--- src/common/board_io_pkg.sv ---
package board_io_pkg;

    // processor side of the I/O bus
    typedef logic [7:0]  bus_addr_t;
    typedef logic [31:0] bus_data_t;

    // board pins
    typedef logic [9:0] switch_bits_t;
    // keys are active low at the pins
    typedef logic [3:0] key_bits_t;
    typedef logic [9:0] led_bits_t;

    // raw and debounced inputs share this layout
    typedef struct packed {
        key_bits_t    key;
        switch_bits_t sw;
    } board_inputs_t;

    // six digits of four bits each
    typedef logic [23:0] hex_value_t;
    typedef logic [5:0]  digit_mask_t;

    // one bit per segment from g down to a
    typedef logic [6:0]  segments_t;

    typedef struct packed {
        hex_value_t  hex_value;
        digit_mask_t digit_enable;
    } display_ctrl_t;

    localparam int N_DIGITS = 6;

    // all segments dark
    localparam segments_t SEGMENTS_BLANK = 7'h7F;

    // level of the keys when nobody presses them
    localparam key_bits_t KEYS_RELEASED = 4'hF;

    // word addresses of the register block
    localparam bus_addr_t ADDR_SWITCHES     = 8'h00;
    localparam bus_addr_t ADDR_BUTTONS      = 8'h04;
    localparam bus_addr_t ADDR_RED_LEDS     = 8'h08;
    localparam bus_addr_t ADDR_GREEN_LEDS   = 8'h0C;
    localparam bus_addr_t ADDR_HEX_VALUE    = 8'h10;
    localparam bus_addr_t ADDR_DIGIT_ENABLE = 8'h14;

endpackage

--- src/display/hex_display.sv ---
`timescale 1ns/100ps

module hex_display (
    input  board_io_pkg::display_ctrl_t display,

    output board_io_pkg::segments_t     hex0,
    output board_io_pkg::segments_t     hex1,
    output board_io_pkg::segments_t     hex2,
    output board_io_pkg::segments_t     hex3,
    output board_io_pkg::segments_t     hex4,
    output board_io_pkg::segments_t     hex5
);

    import board_io_pkg::*;

    segments_t digit_seg [N_DIGITS];

    // active low glyphs
    function automatic segments_t glyph(input logic [3:0] nibble);
        segments_t seg;
        case (nibble)
            4'h0:    seg = 7'h40;
            4'h1:    seg = 7'h79;
            4'h2:    seg = 7'h24;
            4'h3:    seg = 7'h30;
            4'h4:    seg = 7'h19;
            4'h5:    seg = 7'h12;
            4'h6:    seg = 7'h02;
            4'h7:    seg = 7'h78;
            4'h8:    seg = 7'h00;
            4'h9:    seg = 7'h10;
            4'hA:    seg = 7'h08;
            // lower case b and d
            4'hB:    seg = 7'h03;
            4'hC:    seg = 7'h46;
            4'hD:    seg = 7'h21;
            4'hE:    seg = 7'h06;
            default: seg = 7'h0E;
        endcase
        return seg;
    endfunction

    always_comb begin
        for (int d = 0; d < N_DIGITS; d++) begin
            if (display.digit_enable[d]) begin
                digit_seg[d] = glyph(display.hex_value[d*4 +: 4]);
            end else begin
                digit_seg[d] = SEGMENTS_BLANK;
            end
        end
    end

    // hex0 is the rightmost digit
    assign hex0 = digit_seg[0];
    assign hex1 = digit_seg[1];
    assign hex2 = digit_seg[2];
    assign hex3 = digit_seg[3];
    assign hex4 = digit_seg[4];
    assign hex5 = digit_seg[5];

endmodule

--- src/gpio/gpio_registers.sv ---
`timescale 1ns/100ps

module gpio_registers (
    input  logic                        clk,
    input  logic                        arst_n,

    input  board_io_pkg::bus_addr_t     bus_addr,
    input  board_io_pkg::bus_data_t     bus_wdata,
    input  logic                        bus_write,
    output board_io_pkg::bus_data_t     bus_rdata,

    input  board_io_pkg::board_inputs_t inputs,

    output board_io_pkg::led_bits_t     red_leds,
    output board_io_pkg::led_bits_t     green_leds,
    output board_io_pkg::display_ctrl_t display
);

    import board_io_pkg::*;

    localparam int LED_W   = $bits(led_bits_t);
    localparam int HEX_W   = $bits(hex_value_t);
    localparam int MASK_W  = $bits(digit_mask_t);
    localparam int SW_W    = $bits(switch_bits_t);
    localparam int KEY_W   = $bits(key_bits_t);

    bus_data_t read_word;

    // write side
    always_ff @(posedge clk or negedge arst_n) begin
        if (!arst_n) begin
            red_leds   <= '0;
            green_leds <= '0;
            display    <= '0;
        end else if (bus_write) begin
            case (bus_addr)
                ADDR_RED_LEDS: begin
                    red_leds <= bus_wdata[LED_W-1:0];
                end
                ADDR_GREEN_LEDS: begin
                    green_leds <= bus_wdata[LED_W-1:0];
                end
                ADDR_HEX_VALUE: begin
                    display.hex_value <= bus_wdata[HEX_W-1:0];
                end
                ADDR_DIGIT_ENABLE: begin
                    display.digit_enable <= bus_wdata[MASK_W-1:0];
                end
                // input registers and holes ignore writes
                default: begin
                end
            endcase
        end
    end

    // read mux, fields zero extended
    always_comb begin
        read_word = '0;
        case (bus_addr)
            ADDR_SWITCHES: begin
                read_word[SW_W-1:0] = inputs.sw;
            end
            ADDR_BUTTONS: begin
                // pressed key reads as 1
                read_word[KEY_W-1:0] = ~inputs.key;
            end
            ADDR_RED_LEDS: begin
                read_word[LED_W-1:0] = red_leds;
            end
            ADDR_GREEN_LEDS: begin
                read_word[LED_W-1:0] = green_leds;
            end
            ADDR_HEX_VALUE: begin
                read_word[HEX_W-1:0] = display.hex_value;
            end
            ADDR_DIGIT_ENABLE: begin
                read_word[MASK_W-1:0] = display.digit_enable;
            end
            default: begin
                read_word = '0;
            end
        endcase
    end

    // read data lags the address by one cycle
    always_ff @(posedge clk or negedge arst_n) begin
        if (!arst_n) begin
            bus_rdata <= '0;
        end else begin
            bus_rdata <= read_word;
        end
    end

    a_write_known : assert property (
        @(posedge clk) disable iff (!arst_n)
        !$isunknown(bus_write)
    ) else $error("bus_write unknown after reset");

    // a red LED write shows up in the next read of that register
    a_red_readback : assert property (
        @(posedge clk) disable iff (!arst_n)
        bus_write && bus_addr == ADDR_RED_LEDS
            ##1 !bus_write && bus_addr == ADDR_RED_LEDS
        |=> bus_rdata == bus_data_t'($past(bus_wdata[LED_W-1:0], 2))
    ) else $error("red LED read back mismatch");

endmodule

--- src/logic/board_io_top.sv ---
`timescale 1ns/100ps

module board_io_top #(
    parameter int DEBOUNCE_CYCLES = 16
) (
    input  logic                       clk,
    input  logic                       arst_n,

    // board inputs
    input  board_io_pkg::switch_bits_t sw,
    input  board_io_pkg::key_bits_t    key,

    // processor bus
    input  board_io_pkg::bus_addr_t    bus_addr,
    input  board_io_pkg::bus_data_t    bus_wdata,
    input  logic                       bus_write,
    output board_io_pkg::bus_data_t    bus_rdata,

    // board outputs
    output board_io_pkg::led_bits_t    ledr,
    output board_io_pkg::led_bits_t    ledg,
    output board_io_pkg::segments_t    hex0,
    output board_io_pkg::segments_t    hex1,
    output board_io_pkg::segments_t    hex2,
    output board_io_pkg::segments_t    hex3,
    output board_io_pkg::segments_t    hex4,
    output board_io_pkg::segments_t    hex5
);

    import board_io_pkg::*;

    board_inputs_t raw_inputs;
    board_inputs_t debounced_inputs;
    display_ctrl_t display_ctrl;

    assign raw_inputs.key = key;
    assign raw_inputs.sw  = sw;

    input_debouncer #(
        .DEBOUNCE_CYCLES (DEBOUNCE_CYCLES)
    ) u_input_debouncer (
        .clk        (clk),
        .arst_n     (arst_n),
        .raw_in     (raw_inputs),
        .stable_out (debounced_inputs)
    );

    gpio_registers u_gpio_registers (
        .clk        (clk),
        .arst_n     (arst_n),
        .bus_addr   (bus_addr),
        .bus_wdata  (bus_wdata),
        .bus_write  (bus_write),
        .bus_rdata  (bus_rdata),
        .inputs     (debounced_inputs),
        .red_leds   (ledr),
        .green_leds (ledg),
        .display    (display_ctrl)
    );

    // segments follow the display registers directly
    hex_display u_hex_display (
        .display (display_ctrl),
        .hex0    (hex0),
        .hex1    (hex1),
        .hex2    (hex2),
        .hex3    (hex3),
        .hex4    (hex4),
        .hex5    (hex5)
    );

endmodule

--- src/logic/input_debouncer.sv ---
`timescale 1ns/100ps

module input_debouncer #(
    parameter int DEBOUNCE_CYCLES = 16
) (
    input  logic                        clk,
    input  logic                        arst_n,
    input  board_io_pkg::board_inputs_t raw_in,
    output board_io_pkg::board_inputs_t stable_out
);

    import board_io_pkg::*;

    localparam int N_BITS = $bits(board_inputs_t);
    localparam int CNT_W  = $clog2(DEBOUNCE_CYCLES + 1);

    localparam logic [CNT_W-1:0] CNT_MAX = CNT_W'(DEBOUNCE_CYCLES);

    // pins at rest
    localparam board_inputs_t IDLE_LEVEL = '{key: KEYS_RELEASED, sw: '0};

    board_inputs_t sync_meta;
    board_inputs_t sync_q;

    logic [CNT_W-1:0] stable_count [N_BITS];

    // two flops against metastability
    always_ff @(posedge clk or negedge arst_n) begin
        if (!arst_n) begin
            sync_meta <= IDLE_LEVEL;
            sync_q    <= IDLE_LEVEL;
        end else begin
            sync_meta <= raw_in;
            sync_q    <= sync_meta;
        end
    end

    // each bit counts how long it has differed from the output
    always_ff @(posedge clk or negedge arst_n) begin
        if (!arst_n) begin
            for (int i = 0; i < N_BITS; i++) begin
                stable_count[i] <= '0;
            end
            stable_out <= IDLE_LEVEL;
        end else begin
            for (int i = 0; i < N_BITS; i++) begin
                if (sync_q[i] == stable_out[i]) begin
                    // bounced back or already settled
                    stable_count[i] <= '0;
                end else if (stable_count[i] == CNT_MAX) begin
                    stable_count[i] <= '0;
                    stable_out[i]   <= sync_q[i];
                end else begin
                    stable_count[i] <= stable_count[i] + 1'b1;
                end
            end
        end
    end

    // counter must reset before running past its limit
    for (genvar i = 0; i < N_BITS; i++) begin : g_count_check
        a_count_bounded : assert property (
            @(posedge clk) disable iff (!arst_n)
            stable_count[i] <= CNT_MAX
        ) else $error("debounce counter of bit %0d passed its limit", i);
    end

endmodule

--- config.mk ---
export PLATFORM = sky130hd
export DESIGN_NAME = board_io_top
export DESIGN_NICKNAME = d
export VERILOG_FILES = /design/src/common/board_io_pkg.sv /design/src/display/hex_display.sv /design/src/gpio/gpio_registers.sv /design/src/logic/board_io_top.sv /design/src/logic/input_debouncer.sv
export SDC_FILE = /design/constraint.sdc
export NUM_CORES = 1
export LEC_CHECK = 0
export BUFFER_PORTS_ARGS = -buffer_cell sky130_fd_sc_hd__buf_4
export CORE_MARGIN = 2
export CORE_UTILIZATION = 40
export DETAILED_ROUTE_END_ITERATION = 10
export GPL_TIMING_DRIVEN = 0
export SYNTH_ARGS = -nofsm -noshare
export SYNTH_HDL_FRONTEND = slang
export SYNTH_SLANG_ARGS = --single-unit
--- constraint.sdc ---
create_clock -name clk -period 2.45 [get_ports clk]
set_input_delay 0.49 -clock clk [delete_from_list [all_inputs] [get_ports clk]]
set_output_delay 0.49 -clock clk [all_outputs]
set_load 0.005 [all_outputs]
==> reports/results.md, run 1 <==
- flip-flop — sort of element at the start of the critical path
- complete, no violations — outcome
- 0.0397 ns — worst-case setup margin in the final layout
- 9.72 mm — DR WL met2
- 0.00942 mm² — synthesized area
- 0.404 — Initial Utilization
- 6495 — total via count after detailed routing
- 0.00468 mm² — FF/Latch Area
- 0.0520 — post-synthesis share of cell area spent on xor and xnor gates
- 0.125 — mux share of post-synthesis cell area
- simple AND/OR/NAND/NOR gates — combinational family with the most area after synthesis
- met4 — top routing layer in use
- 0 — Antenna Nets Post-Route
- 11.6 µm² — average footprint of a synthesized cell
- 1.01 ns — worst reg-to-reg setup slack
- 0.0109 mm² — placed standard-cell area
- 15.6 µm — average wire length per cell after detail routing
- 0 — Final Slew Violations
- 24.5% — area overhead of the layout relative to synthesis
- 814 — cell count after synthesis
- 4 — DRT Pass-1 Iters
- 0 — post-route DRC violation count
- 1.01 mm — detailed route wirelength on metal3
- sky130_fd_sc_hd__dfrtp_1 — most numerous cell in the Yosys netlist
- 186 — register bit count reported by yosys
- 0.984 — fin crit share
- 0 — n_diodes
- 0.0117 mm² — post-route cell area
- 0.807 ns — Least-Margin Pin Slew
- reg2out — Setup Crit Path Kind
- 186 — Clock Sink Count
- 2 — maximum count of clock buffers along a single path
- 151 — top-level port count
- 49 — Yosys cell types
- 97 — maximum number of pins on one net before global-route repair
- in2async — type of the worst min-delay path
- 1.00 — share of flip-flops with an asynchronous set or reset after synthesis
- 2089 — number of filler cells placed in the layout
- sky130_fd_sc_hd__dfrtp_1, sky130_fd_sc_hd__ha_1, sky130_fd_sc_hd__nor2_1 — cell types with the highest counts after synthesis
- 0 — number of warnings printed during yosys synthesis
- 0.462 — share of the synthesized area in the top cell type
- 0.0102 ns — worst clock skew
- 0.0658 ns — pre-CTS setup slack
- 0.495 — sequential area share after synthesis
- 0.0248 mm² — die area
- 0.171 — overall routing resource usage
- 0.00445 mm² — combined area of the multi-input logic cells
- sky130_fd_sc_hd__dfrtp_1 — cell taking the most area after synthesis
- 157 µm — Die Ht
- 0 — total congestion overflow after global routing
- 1114 — final net count
- 2.41 ns — clock period minus worst slack
- 56 — Cell Rows
- 0 — max-capacitance violation count
- 5.53 nW — P_leak
- 0 — number of enable-type register cells in the synthesized netlist
- sky130_fd_sc_hd__dfrtp_1 — Primary FF master, synth
- 0 — Post-CTS Hold Buffers
- 4 — H-tree levels
- 0 — number of hold-slack violations in the final timing report
- 0.376 mV — peak ir drop on the vdd network
- 0.0233 mm² — total core area
- 20.6 mm — Total Wirelength
- built — clock tree from TritonCTS
- 157 µm — width of the chip
- 14.8 mm — Detailed Place HPWL
- yes — setup repair after global routing missed its margin
- 415 MHz — Fmax
- 0.136 — simple logic cell fraction of the synthesized area
- 1.96 ns — Critical Path RT
- 17 — number of CTS-inserted buffers
- 6208 — via count of the first global-routing pass
- 6.76 mW — Final Power
- 0.462 — Max-slew headroom
- 0.44 ns — clock latency of the later-clocked register in the worst-skew pair
- 0 — Finish-stage setup viols
- 133 — port buffer count
- 9.50 mm — detailed-routing wirelength on met1
- 0.0850 — adder and majority gate portion of the synthesized area
- 0 — number of antenna violations at the first check in global routing
- sky130_fd_sc_hd__clkbuf_16 — clock root buffer master
- 0.833 — gpl congestion
- 4 — largest fanout on the critical path
- 1.92 ns — endpoint arrival time on the critical path
- 0.06 ns — Worst-path clk slew
- 0.0629 — compound-gate portion of the synthesized area
- 5 — worst-case reg-to-reg path depth
- sky130_fd_sc_hd__dfrtp_1, sky130_fd_sc_hd__ha_1, sky130_fd_sc_hd__mux2_2 — leading cell types by total area after synthesis
- output port — sort of element at the end of the critical path
- 0.330 — fraction of final layout cells sized beyond drive strength 1
- 576 mW/mm² — PwrDens
- 4.90 — routed vias/inst
- 32.6 mm — first-pass GRT wire length
- 304 — number of design-rule violations left by the first detailed-router iteration
-- critical path, stage by stage (launching register included) --
cell	delay, ns
sky130_fd_sc_hd__dfrtp_2	0.42
sky130_fd_sc_hd__buf_6	0.14
sky130_fd_sc_hd__ha_4	0.16
sky130_fd_sc_hd__and2_1	0.16
sky130_fd_sc_hd__o21ai_0	0.19
sky130_fd_sc_hd__o311ai_0	0.22
sky130_fd_sc_hd__buf_4	0.21
-- placed cells by master (no fill, tap or decap), drive strengths merged, types with 8 or more instances in the layout --
cell,n
o211ai,26
nand4bb,8
xor2,38
nand3,45
xnor2,18
nand2,32
o311ai,13
dfstp,12
clkbuf,41
conb,8
o21ai,15
nand4,15
nor2b,11
nor3,8
mux2,77
buf,171
ha,64
dfrtp,174
and2,34
nand2b,10
nor2,64
mux2i,12
inv,58
-- repair_timing --
action	in CTS	in global routing
endpoints found under the setup margin	16	27
gates resized for setup	19	35
setup buffers	5	15
cloned	0	0
pin swaps	0	1
-- worst paths after layout --
kind	startpoint	to
worst max-delay path	u_gpio_registers.display[18]	hex3[4]
worst min-delay path	arst_n	u_input_debouncer.stable_count[2]
worst max register to register	u_input_debouncer.stable_count[50]	u_input_debouncer.stable_count[54]
worst min register to register	u_input_debouncer.sync_meta[2]	u_input_debouncer.sync_q[2]
max in group asynchronous	arst_n	u_gpio_registers.display[10]
min in group clk	sw[9]	u_input_debouncer.sync_meta[9]
-- per-layer routing --
layer,track usage,vias up
li1,-,3154
met1,0.228,3181
met2,0.271,132
met3,0.0479,28
met4,0.0545,0
met5,0,-
-- through the flow --
stage	utilization	setup TNS, ns	std cells	hold WS, ns
after floorplan	-	0	821	0.194
after global placement	0.465	-59.58	1273	0.332
after detailed placement	0.466	0	1274	0.336
after CTS	0.494	0	1311	0.117
after global routing	0.503	-0.0782	1325	0.113
final	0.503	0	1325	0.0684
-- final cells by class --
cell class                      instances  share of cell area
Timing Repair Buffer                  154               0.103
Sequential cell                       186               0.399
Inverter                               56              0.0181
Tap cell                              319              0.0340
Multi-Input combinational cell        542               0.379
Buffer                                 36              0.0172
Clock inverter                         10              0.0100
Clock buffer                           22              0.0396
-- report_power, final --
part / leakage, nW / switching, mW / internal, mW
clock network: 0.285 / 1.18 / 1.56
registers: 2.45 / 0.119 / 3.20
logic: 2.80 / 0.355 / 0.352
-- cells by family after synthesis --
kind of cell / after synthesis
compound gates: 82
buf+inv: 93
simple gates: 238
other cells: 1
fa+ha+maj: 64
flops: 186
xor+xnor: 56
mux: 94
-- flip-flops by register name (all words and copies together), names as in the netlist --
signal,count
u_gpio_registers.green_leds,10
u_gpio_registers.red_leds,10
u_input_debouncer.stable_out,14
u_gpio_registers.bus_rdata,24
u_input_debouncer.stable_count,70
u_gpio_registers.display,30
u_input_debouncer.sync_q,14
u_input_debouncer.sync_meta,14
Note: power is estimated with default switching activity, not from simulation.
==> inputs of run 2 (changes only) <==
--- a/config.mk
+++ b/config.mk
@@ -10,6 +10,7 @@
 export CORE_UTILIZATION = 40
 export DETAILED_ROUTE_END_ITERATION = 10
 export GPL_TIMING_DRIVEN = 0
+export PLACE_DENSITY = 0.68
 export SYNTH_ARGS = -nofsm -noshare
 export SYNTH_HDL_FRONTEND = slang
 export SYNTH_SLANG_ARGS = --single-unit
==> reports/results.md, run 2 (synthesis gave the netlist of run 1 again) <==
- 346 — number of design-rule violations left by the first detailed-router iteration, was 304
- 1319 — Finished Layout Cells, was 1325
- 0.00723 ns — worst clock skew, was 0.0102 ns
- yes — setup repair after global routing missed its margin, unchanged
- u_input_debouncer.stable_count (70), u_gpio_registers.display (30), u_gpio_registers.bus_rdata (24) — largest registers ranked by flip-flop count, unchanged
- 157 µm — Die Ht, unchanged
- u_input_debouncer.stable_count — Top reg by flops, unchanged
- sky130_fd_sc_hd__dfrtp_1, sky130_fd_sc_hd__buf_4, sky130_fd_sc_hd__nor2_1 — commonest non-fill, non-tap cells in the layout, unchanged
- 0.0248 mm² — die area, unchanged
- 56 — Cell Rows, unchanged
- 0.0233 mm² — total core area, unchanged
- 0.501 — utilization after layout, was 0.503
- 5.51 nW — P_leak, was 5.53 nW
- 133 — port buffer count, unchanged
- 0.356 mV — peak ir drop on the vdd network, was 0.376 mV
- 15.2 mm — Detailed Place HPWL, was 14.8 mm
- 0.996 — fin crit share, was 0.984
- 410 MHz — Fmax, was 415 MHz
- 2 — maximum count of clock buffers along a single path, unchanged
- 151 — top-level port count, unchanged
- inv_4 -> ha_4 -> inv_2 -> mux4_2 -> nand2b_4 -> buf_6 — crit path cell chain, was buf_6 -> ha_4 -> and2_1 -> o21ai_0 -> o311ai_0 -> buf_4
- 4 — DRT Pass-1 Iters, unchanged
- 1 — number of antenna violations at the first check in global routing, was 0
- complete, no violations — outcome, unchanged
- 102 — maximum number of pins on one net before global-route repair, was 97
- output port — sort of element at the end of the critical path, unchanged
- 70 — flip-flop count of the largest register after layout, unchanged
- 0.325 — fraction of final layout cells sized beyond drive strength 1, was 0.330
- 6536 — total via count after detailed routing, was 6495
- 0 — total congestion overflow after global routing, unchanged
- 0 — max-capacitance violation count, unchanged
- 0 — number of hold-slack violations in the final timing report, unchanged
- 0.783 ns — Least-Margin Pin Slew, was 0.807 ns
- 0.45 ns — Crit path largest cell delay, was 0.42 ns
- 0 — post-route DRC violation count, unchanged
- 1.95 ns — endpoint arrival time on the critical path, was 1.92 ns
- sky130_fd_sc_hd__dfrtp_1 — commonest non-fill, non-tap cell in the layout, unchanged
- 6.94 mW — Final Power, was 6.76 mW
- 0.07 ns — Worst-path clk slew, was 0.06 ns
- 157 µm — width of the chip, unchanged
- 0.0460 ns — worst hold slack after final layout, was 0.0684 ns
- 7 — largest fanout on the critical path, was 4
- 0.0117 mm² — post-route cell area, about the same
- 0 — Finish-stage setup viols, unchanged
- sky130_fd_sc_hd__dfrtp_2 — cell type of the slowest stage on the worst timing path, unchanged
- 0.0109 mm² — placed standard-cell area, unchanged
- 2.44 ns — clock period minus worst slack, was 2.41 ns
- 1.96 ns — Critical Path RT, about the same
- 0.177 — overall routing resource usage, was 0.171
- 21.2 mm — Total Wirelength, was 20.6 mm
- 0.404 — Initial Utilization, unchanged
- 1107 — final net count, was 1114
- 4.96 — routed vias/inst, was 4.90
- in2async — type of the worst min-delay path, unchanged
- 0 — Final Slew Violations, unchanged
- 0.879 — gpl congestion, was 0.833
- 186 — Clock Sink Count, unchanged
- 17 — number of CTS-inserted buffers, unchanged
- sky130_fd_sc_hd__clkbuf_16 — clock root buffer master, unchanged
- 24.0% — area overhead of the layout relative to synthesis, was 24.5%
- reg2out — Setup Crit Path Kind, unchanged
- 0.478 — Max-slew headroom, was 0.462
- flip-flops — top cell family by delay on the critical path, unchanged
- 1274 — count of placed standard cells including taps, unchanged
- 0 — Antenna Nets Post-Route, unchanged
- 594 mW/mm² — PwrDens, was 576 mW/mm²
- built — clock tree from TritonCTS, unchanged
- 3 — Buf/Inv on CP, was 2
- 4 — H-tree levels, unchanged
- 16.1 µm — average wire length per cell after detail routing, was 15.6 µm
- flip-flop — sort of element at the start of the critical path, unchanged
- 34.1 mm — first-pass GRT wire length, was 32.6 mm
- 6548 — via count of the first global-routing pass, was 6208
- 0.43 ns — clock latency of the later-clocked register in the worst-skew pair, was 0.44 ns
==> run 2: cell types whose count changed in the layout (fill, tap and decap cells not counted), moves of 2 or more <==
cell | previous run | this run
sky130_fd_sc_hd__buf_4 | 157 | 152
sky130_fd_sc_hd__clkbuf_1 | 17 | 14
sky130_fd_sc_hd__ha_1 | 59 | 62
sky130_fd_sc_hd__ha_4 | 4 | 1
sky130_fd_sc_hd__inv_8 | 0 | 3
sky130_fd_sc_hd__o311ai_0 | 6 | 4
==> run 2: area by class of cell <==
type / instances / area [µm²]
diodes: 1 / 2.50
plain buffers: 36 / 201
clock buffers: 18 / 439
clock inverters: 14 / 185
fillers: 2092 / 11600
inverters: 56 / 213
multi-input cells: 542 / 4420
flip-flops and latches: 186 / 4680
well taps: 319 / 399
repair buffers: 147 / 1140
==> run 2: worst reg2reg max path, stage by stage (launching register included) <==
cell                      delay (ns)
sky130_fd_sc_hd__dfrtp_1        0.41
sky130_fd_sc_hd__inv_1          0.07
sky130_fd_sc_hd__ha_1           0.13
sky130_fd_sc_hd__nand2_1        0.06
sky130_fd_sc_hd__o31ai_1        0.56
sky130_fd_sc_hd__nor2_1         0.11
==> run 2: final timing paths <==
check	startpoint	end	slack, ns	cells past startpoint
max reg2reg	u_input_debouncer.stable_count[50]	u_input_debouncer.stable_count[54]	0.97	5
max	u_gpio_registers.display[18]	hex3[3]	0.01	6
max in group asynchronous	arst_n	u_gpio_registers.display[10]	1.46	2
min	arst_n	u_input_debouncer.stable_count[3]	0.05	1
min in group clk	sw[4]	u_input_debouncer.sync_meta[4]	0.16	1
min reg2reg	u_input_debouncer.sync_meta[8]	u_input_debouncer.sync_q[8]	0.35	0
==> run 2: metrics by stage <==
stage	worst slack, ns	TNS [ns]
floorplan	0.563	0
CTS	-0.00101	-0.00101
global route	-0.0409	-0.106
finish	0.00987	0
detailed placement	0.0808	0
global placement	-0.342	-57.25
==> run 2: where the power goes <==
group	switching, mW	total [mW]	leakage (nW)	internal [mW]
clock	1.26	2.93	0.307	1.66
combinational	0.352	0.692	2.75	0.341
sequential	0.124	3.32	2.45	3.20
==> run 2: layer usage <==
layer / global-route usage / vias to the layer above / part of all wire
met5: 0 / - / 0
met4: 0.0494 / 0 / 0.012
met3: 0.0457 / 13 / 0.050
met2: 0.298 / 119 / 0.50
met1: 0.227 / 3278 / 0.44
li1: - / 3126 / -
==> run 2: repair_timing <==
action                                  CTS  global route
cloned                                    0             0
buffers inserted                          2            11
endpoints found under the setup margin   14            24
resized for setup                        20            27
pin swaps                                 0             1
hold buffers                              0             0
==> inputs of run 3 (changes only) <==
--- a/config.mk
+++ b/config.mk
@@ -11,6 +11,8 @@
 export DETAILED_ROUTE_END_ITERATION = 10
 export GPL_TIMING_DRIVEN = 0
 export PLACE_DENSITY = 0.68
+export SLEW_MARGIN = 20
 export SYNTH_ARGS = -nofsm -noshare
 export SYNTH_HDL_FRONTEND = slang
+export SYNTH_HIERARCHICAL = 1
 export SYNTH_SLANG_ARGS = --single-unit
==> reports/results.md, run 3 <==
- 151 — top-level port count, unchanged
- 0 — number of enable-type register cells in the synthesized netlist, unchanged
- sky130_fd_sc_hd__clkbuf_16 — clock root buffer master, unchanged
- 0.44 ns — clock latency of the later-clocked register in the worst-skew pair, was 0.43 ns
- u_gpio_registers/display[19] — crit path launch, was u_gpio_registers.display[18]
- 33.0 mm — first-pass GRT wire length, was 34.1 mm
- 56 — Cell Rows, unchanged
- 0.0250 mm² — die area, was 0.0248 mm²
- 1264 — count of placed standard cells including taps, was 1274
- 1.12 ns — worst reg-to-reg setup slack, was 0.97 ns
- 0 — total congestion overflow after global routing, unchanged
- 0.503 — utilization after layout, was 0.501
- sky130_fd_sc_hd__dfrtp_1 — cell taking the most area after synthesis, unchanged
- 0.498 — Max-slew headroom, was 0.478
- u_input_debouncer/stable_count (70), u_gpio_registers/display (30), u_gpio_registers/bus_rdata (24) — largest registers ranked by flip-flop count, was u_input_debouncer.stable_count (70), u_gpio_registers.display (30), u_gpio_registers.bus_rdata (24)
- 134 — port buffer count, was 133
- hex3[3] — Critical Path Sink, unchanged
- 186 — Clock Sink Count, unchanged
- 6378 — total via count after detailed routing, was 6536
- sky130_fd_sc_hd__dfrtp_1, sky130_fd_sc_hd__ha_1, sky130_fd_sc_hd__mux2_2 — leading cell types by total area after synthesis, unchanged
- built — clock tree from TritonCTS, unchanged
- output port — sort of element at the end of the critical path, unchanged
- 2 — maximum count of clock buffers along a single path, unchanged
- 0.0409 ns — worst hold slack after final layout, was 0.0460 ns
- 16.0 µm — average wire length per cell after detail routing, was 16.1 µm
- 1315 — Finished Layout Cells, was 1319
- 1.96 ns — Critical Path RT, about the same
- 4 — largest fanout on the critical path, was 7
- 2 — worst-case reg-to-reg path depth, was 5
- 23.8% — area overhead of the layout relative to synthesis, was 24.0%
- 5.55 nW — P_leak, was 5.51 nW
- 0.983 — fin crit share, was 0.996
- 0 — Post-CTS Hold Buffers, unchanged
- 0 — n_diodes, was 1
- u_gpio_registers/bus_rdata[3] — R2R Path End, was u_input_debouncer.stable_count[54]
- 4.85 — routed vias/inst, was 4.96
- 0 — max-capacitance violation count, unchanged
- 0 — number of antenna violations at the first check in global routing, was 1
- 1110 — final net count, was 1107
- 11.8 µm² — average footprint of a synthesized cell, was 11.6 µm²
- 6 — number of warnings printed during yosys synthesis, was 0
- 7 — DRT Pass-1 Iters, was 4
- 0 — Finish-stage setup viols, unchanged
- in2async — type of the worst min-delay path, unchanged
- u_gpio_registers/display[3] — launching point of the worst reg2reg path, was u_input_debouncer.stable_count[50]
- 0.491 — sequential area share after synthesis, was 0.495
- 1.00 — share of flip-flops with an asynchronous set or reset after synthesis, unchanged
- 0.429 mV — peak ir drop on the vdd network, was 0.356 mV
- 0 — number of hold-slack violations in the final timing report, unchanged
- 0.00940 ns — worst clock skew, was 0.00723 ns
- 0 — Antenna Nets Post-Route, unchanged
- u_input_debouncer/stable_count — Top reg by flops, was u_input_debouncer.stable_count
- 0.0234 mm² — total core area, was 0.0233 mm²
- 415 MHz — Fmax, was 410 MHz
- sky130_fd_sc_hd__dfrtp_1 — Primary FF master, synth, unchanged
- sky130_fd_sc_hd__dfrtp_1, sky130_fd_sc_hd__ha_1, sky130_fd_sc_hd__nor2_1 — cell types with the highest counts after synthesis, unchanged
- 571 mW/mm² — PwrDens, was 594 mW/mm²
- sky130_fd_sc_hd__dfrtp_1 — most numerous cell in the Yosys netlist, unchanged
- 186 — register bit count reported by yosys, unchanged
- 0.00951 mm² — synthesized area, was 0.00942 mm²
- sky130_fd_sc_hd__buf_4 — commonest non-fill, non-tap cell in the layout, was sky130_fd_sc_hd__dfrtp_1
- 0.08 ns — Worst-path clk slew, was 0.07 ns
- 6.72 mW — Final Power, was 6.94 mW
- 0.172 — overall routing resource usage, was 0.177
- sky130_fd_sc_hd__buf_4, sky130_fd_sc_hd__dfrtp_1, sky130_fd_sc_hd__ha_1 — commonest non-fill, non-tap cells in the layout, was sky130_fd_sc_hd__dfrtp_1, sky130_fd_sc_hd__buf_4, sky130_fd_sc_hd__nor2_1
- 0.334 — fraction of final layout cells sized beyond drive strength 1, was 0.325
- 0.407 — Initial Utilization, was 0.404
- 0.212 ns — pre-CTS setup slack, was 0.0808 ns
- 0.0414 ns — worst-case setup margin in the final layout, was 0.00987 ns
- 14.8 mm — Detailed Place HPWL, was 15.2 mm
- 0 — Final Slew Violations, unchanged
- 4 — H-tree levels, unchanged
- yes — setup repair after global routing missed its margin, unchanged
- flip-flop — sort of element at the start of the critical path, unchanged
- 158 µm — width of the chip, was 157 µm
- 158 µm — Die Ht, was 157 µm
- 21.0 mm — Total Wirelength, was 21.2 mm
- reg2out — Setup Crit Path Kind, unchanged
- 0.841 — gpl congestion, was 0.879
- 1.92 ns — endpoint arrival time on the critical path, was 1.95 ns
- 281 — number of design-rule violations left by the first detailed-router iteration, was 346
- 52 — Yosys cell types, was 49
- 17 — number of CTS-inserted buffers, unchanged
- complete, no violations — outcome, unchanged
- 0 — post-route DRC violation count, unchanged
- 0.458 — share of the synthesized area in the top cell type, was 0.462
- 6341 — via count of the first global-routing pass, was 6548
- 98 — maximum number of pins on one net before global-route repair, was 102
- 803 — cell count after synthesis, was 814
- 2.41 ns — clock period minus worst slack, was 2.44 ns
- 0.753 ns — Least-Margin Pin Slew, was 0.783 ns
- 70 — flip-flop count of the largest register after layout, unchanged
## run 3: cell count changes after synthesis, moves of 7 or more
cell and change:
sky130_fd_sc_hd__clkbuf_1 -18, sky130_fd_sc_hd__mux2i_1 +17, sky130_fd_sc_hd__nand4_1 -12, sky130_fd_sc_hd__mux2_4 -7, sky130_fd_sc_hd__o211ai_1 -7, sky130_fd_sc_hd__o311ai_0 -7
## run 3: layout make-up
cell class                 instances  area (µm²)
multi-input combinational        545        4530
timing repair buffer             154        1190
sequential                       186        4680
buffer                            29         203
tap                              319         399
inverter                          50         190
fill                            2101       11600
clock buffer                      17         425
clock inverter                    15         155
## run 3: how the worst min path moves through the flow
stage,to,cells past startpoint,start
2_1_floorplan,u_gpio_registers/bus_rdata[0],0,arst_n
3_3_place_gp,u_input_debouncer/sync_q[6],0,u_input_debouncer/sync_meta[6]
3_5_place_dp,u_input_debouncer/sync_q[1],0,u_input_debouncer/sync_meta[1]
4_1_cts,u_input_debouncer/stable_count[2],1,arst_n
5_1_grt,u_input_debouncer/stable_count[61],1,arst_n
6_report,u_input_debouncer/stable_count[2],1,arst_n
## run 3: worst max-delay path, cell delays in order, from the launching register on
cell and delay [ns]:
sky130_fd_sc_hd__dfrtp_2 0.43, sky130_fd_sc_hd__buf_4 0.16, sky130_fd_sc_hd__ha_1 0.18, sky130_fd_sc_hd__mux4_2 0.44, sky130_fd_sc_hd__nand2b_4 0.15, sky130_fd_sc_hd__buf_6 0.12
## run 3: timing repair
item,CTS,global route
pin swaps,0,2
setup buffers,6,13
resized for setup,16,17
setup endpoints to repair,9,14
## run 3: through the flow
step           setup TNS (ns)  instance area (µm²)
2_1_floorplan               0                 9540
3_3_place_gp           -55.71                10900
3_5_place_dp                0                11000
4_1_cts            -0.0000935                11700
5_1_grt               -0.0407                11800
6_report                    0                11800
## run 3: cells by family (layout without fill, tap and decap cells)
group,Yosys count,after routing,synth area share
other,1,8,0.000394
DFF,186,186,0.491
AOI/OAI and AO/OA,81,81,0.0601
and+or+nand+nor,225,225,0.133
adders and majority gates,70,70,0.0921
muxes,105,105,0.132
buffers and inverters,79,265,0.0410
xor gates and xnor gates,56,56,0.0516
## run 3: power breakdown
group          internal, mW  switching (mW)
combinational         0.357           0.349
sequential             3.19           0.133
clock                  1.36            1.33
## run 3: layer usage
layer / vias to the layer above / share of wire / global-route usage
li1: 3114 / - / -
met5: - / 0 / 0
met4: 0 / 0.013 / 0.0472
met2: 116 / 0.49 / 0.285
met3: 19 / 0.056 / 0.0542
met1: 3129 / 0.44 / 0.217
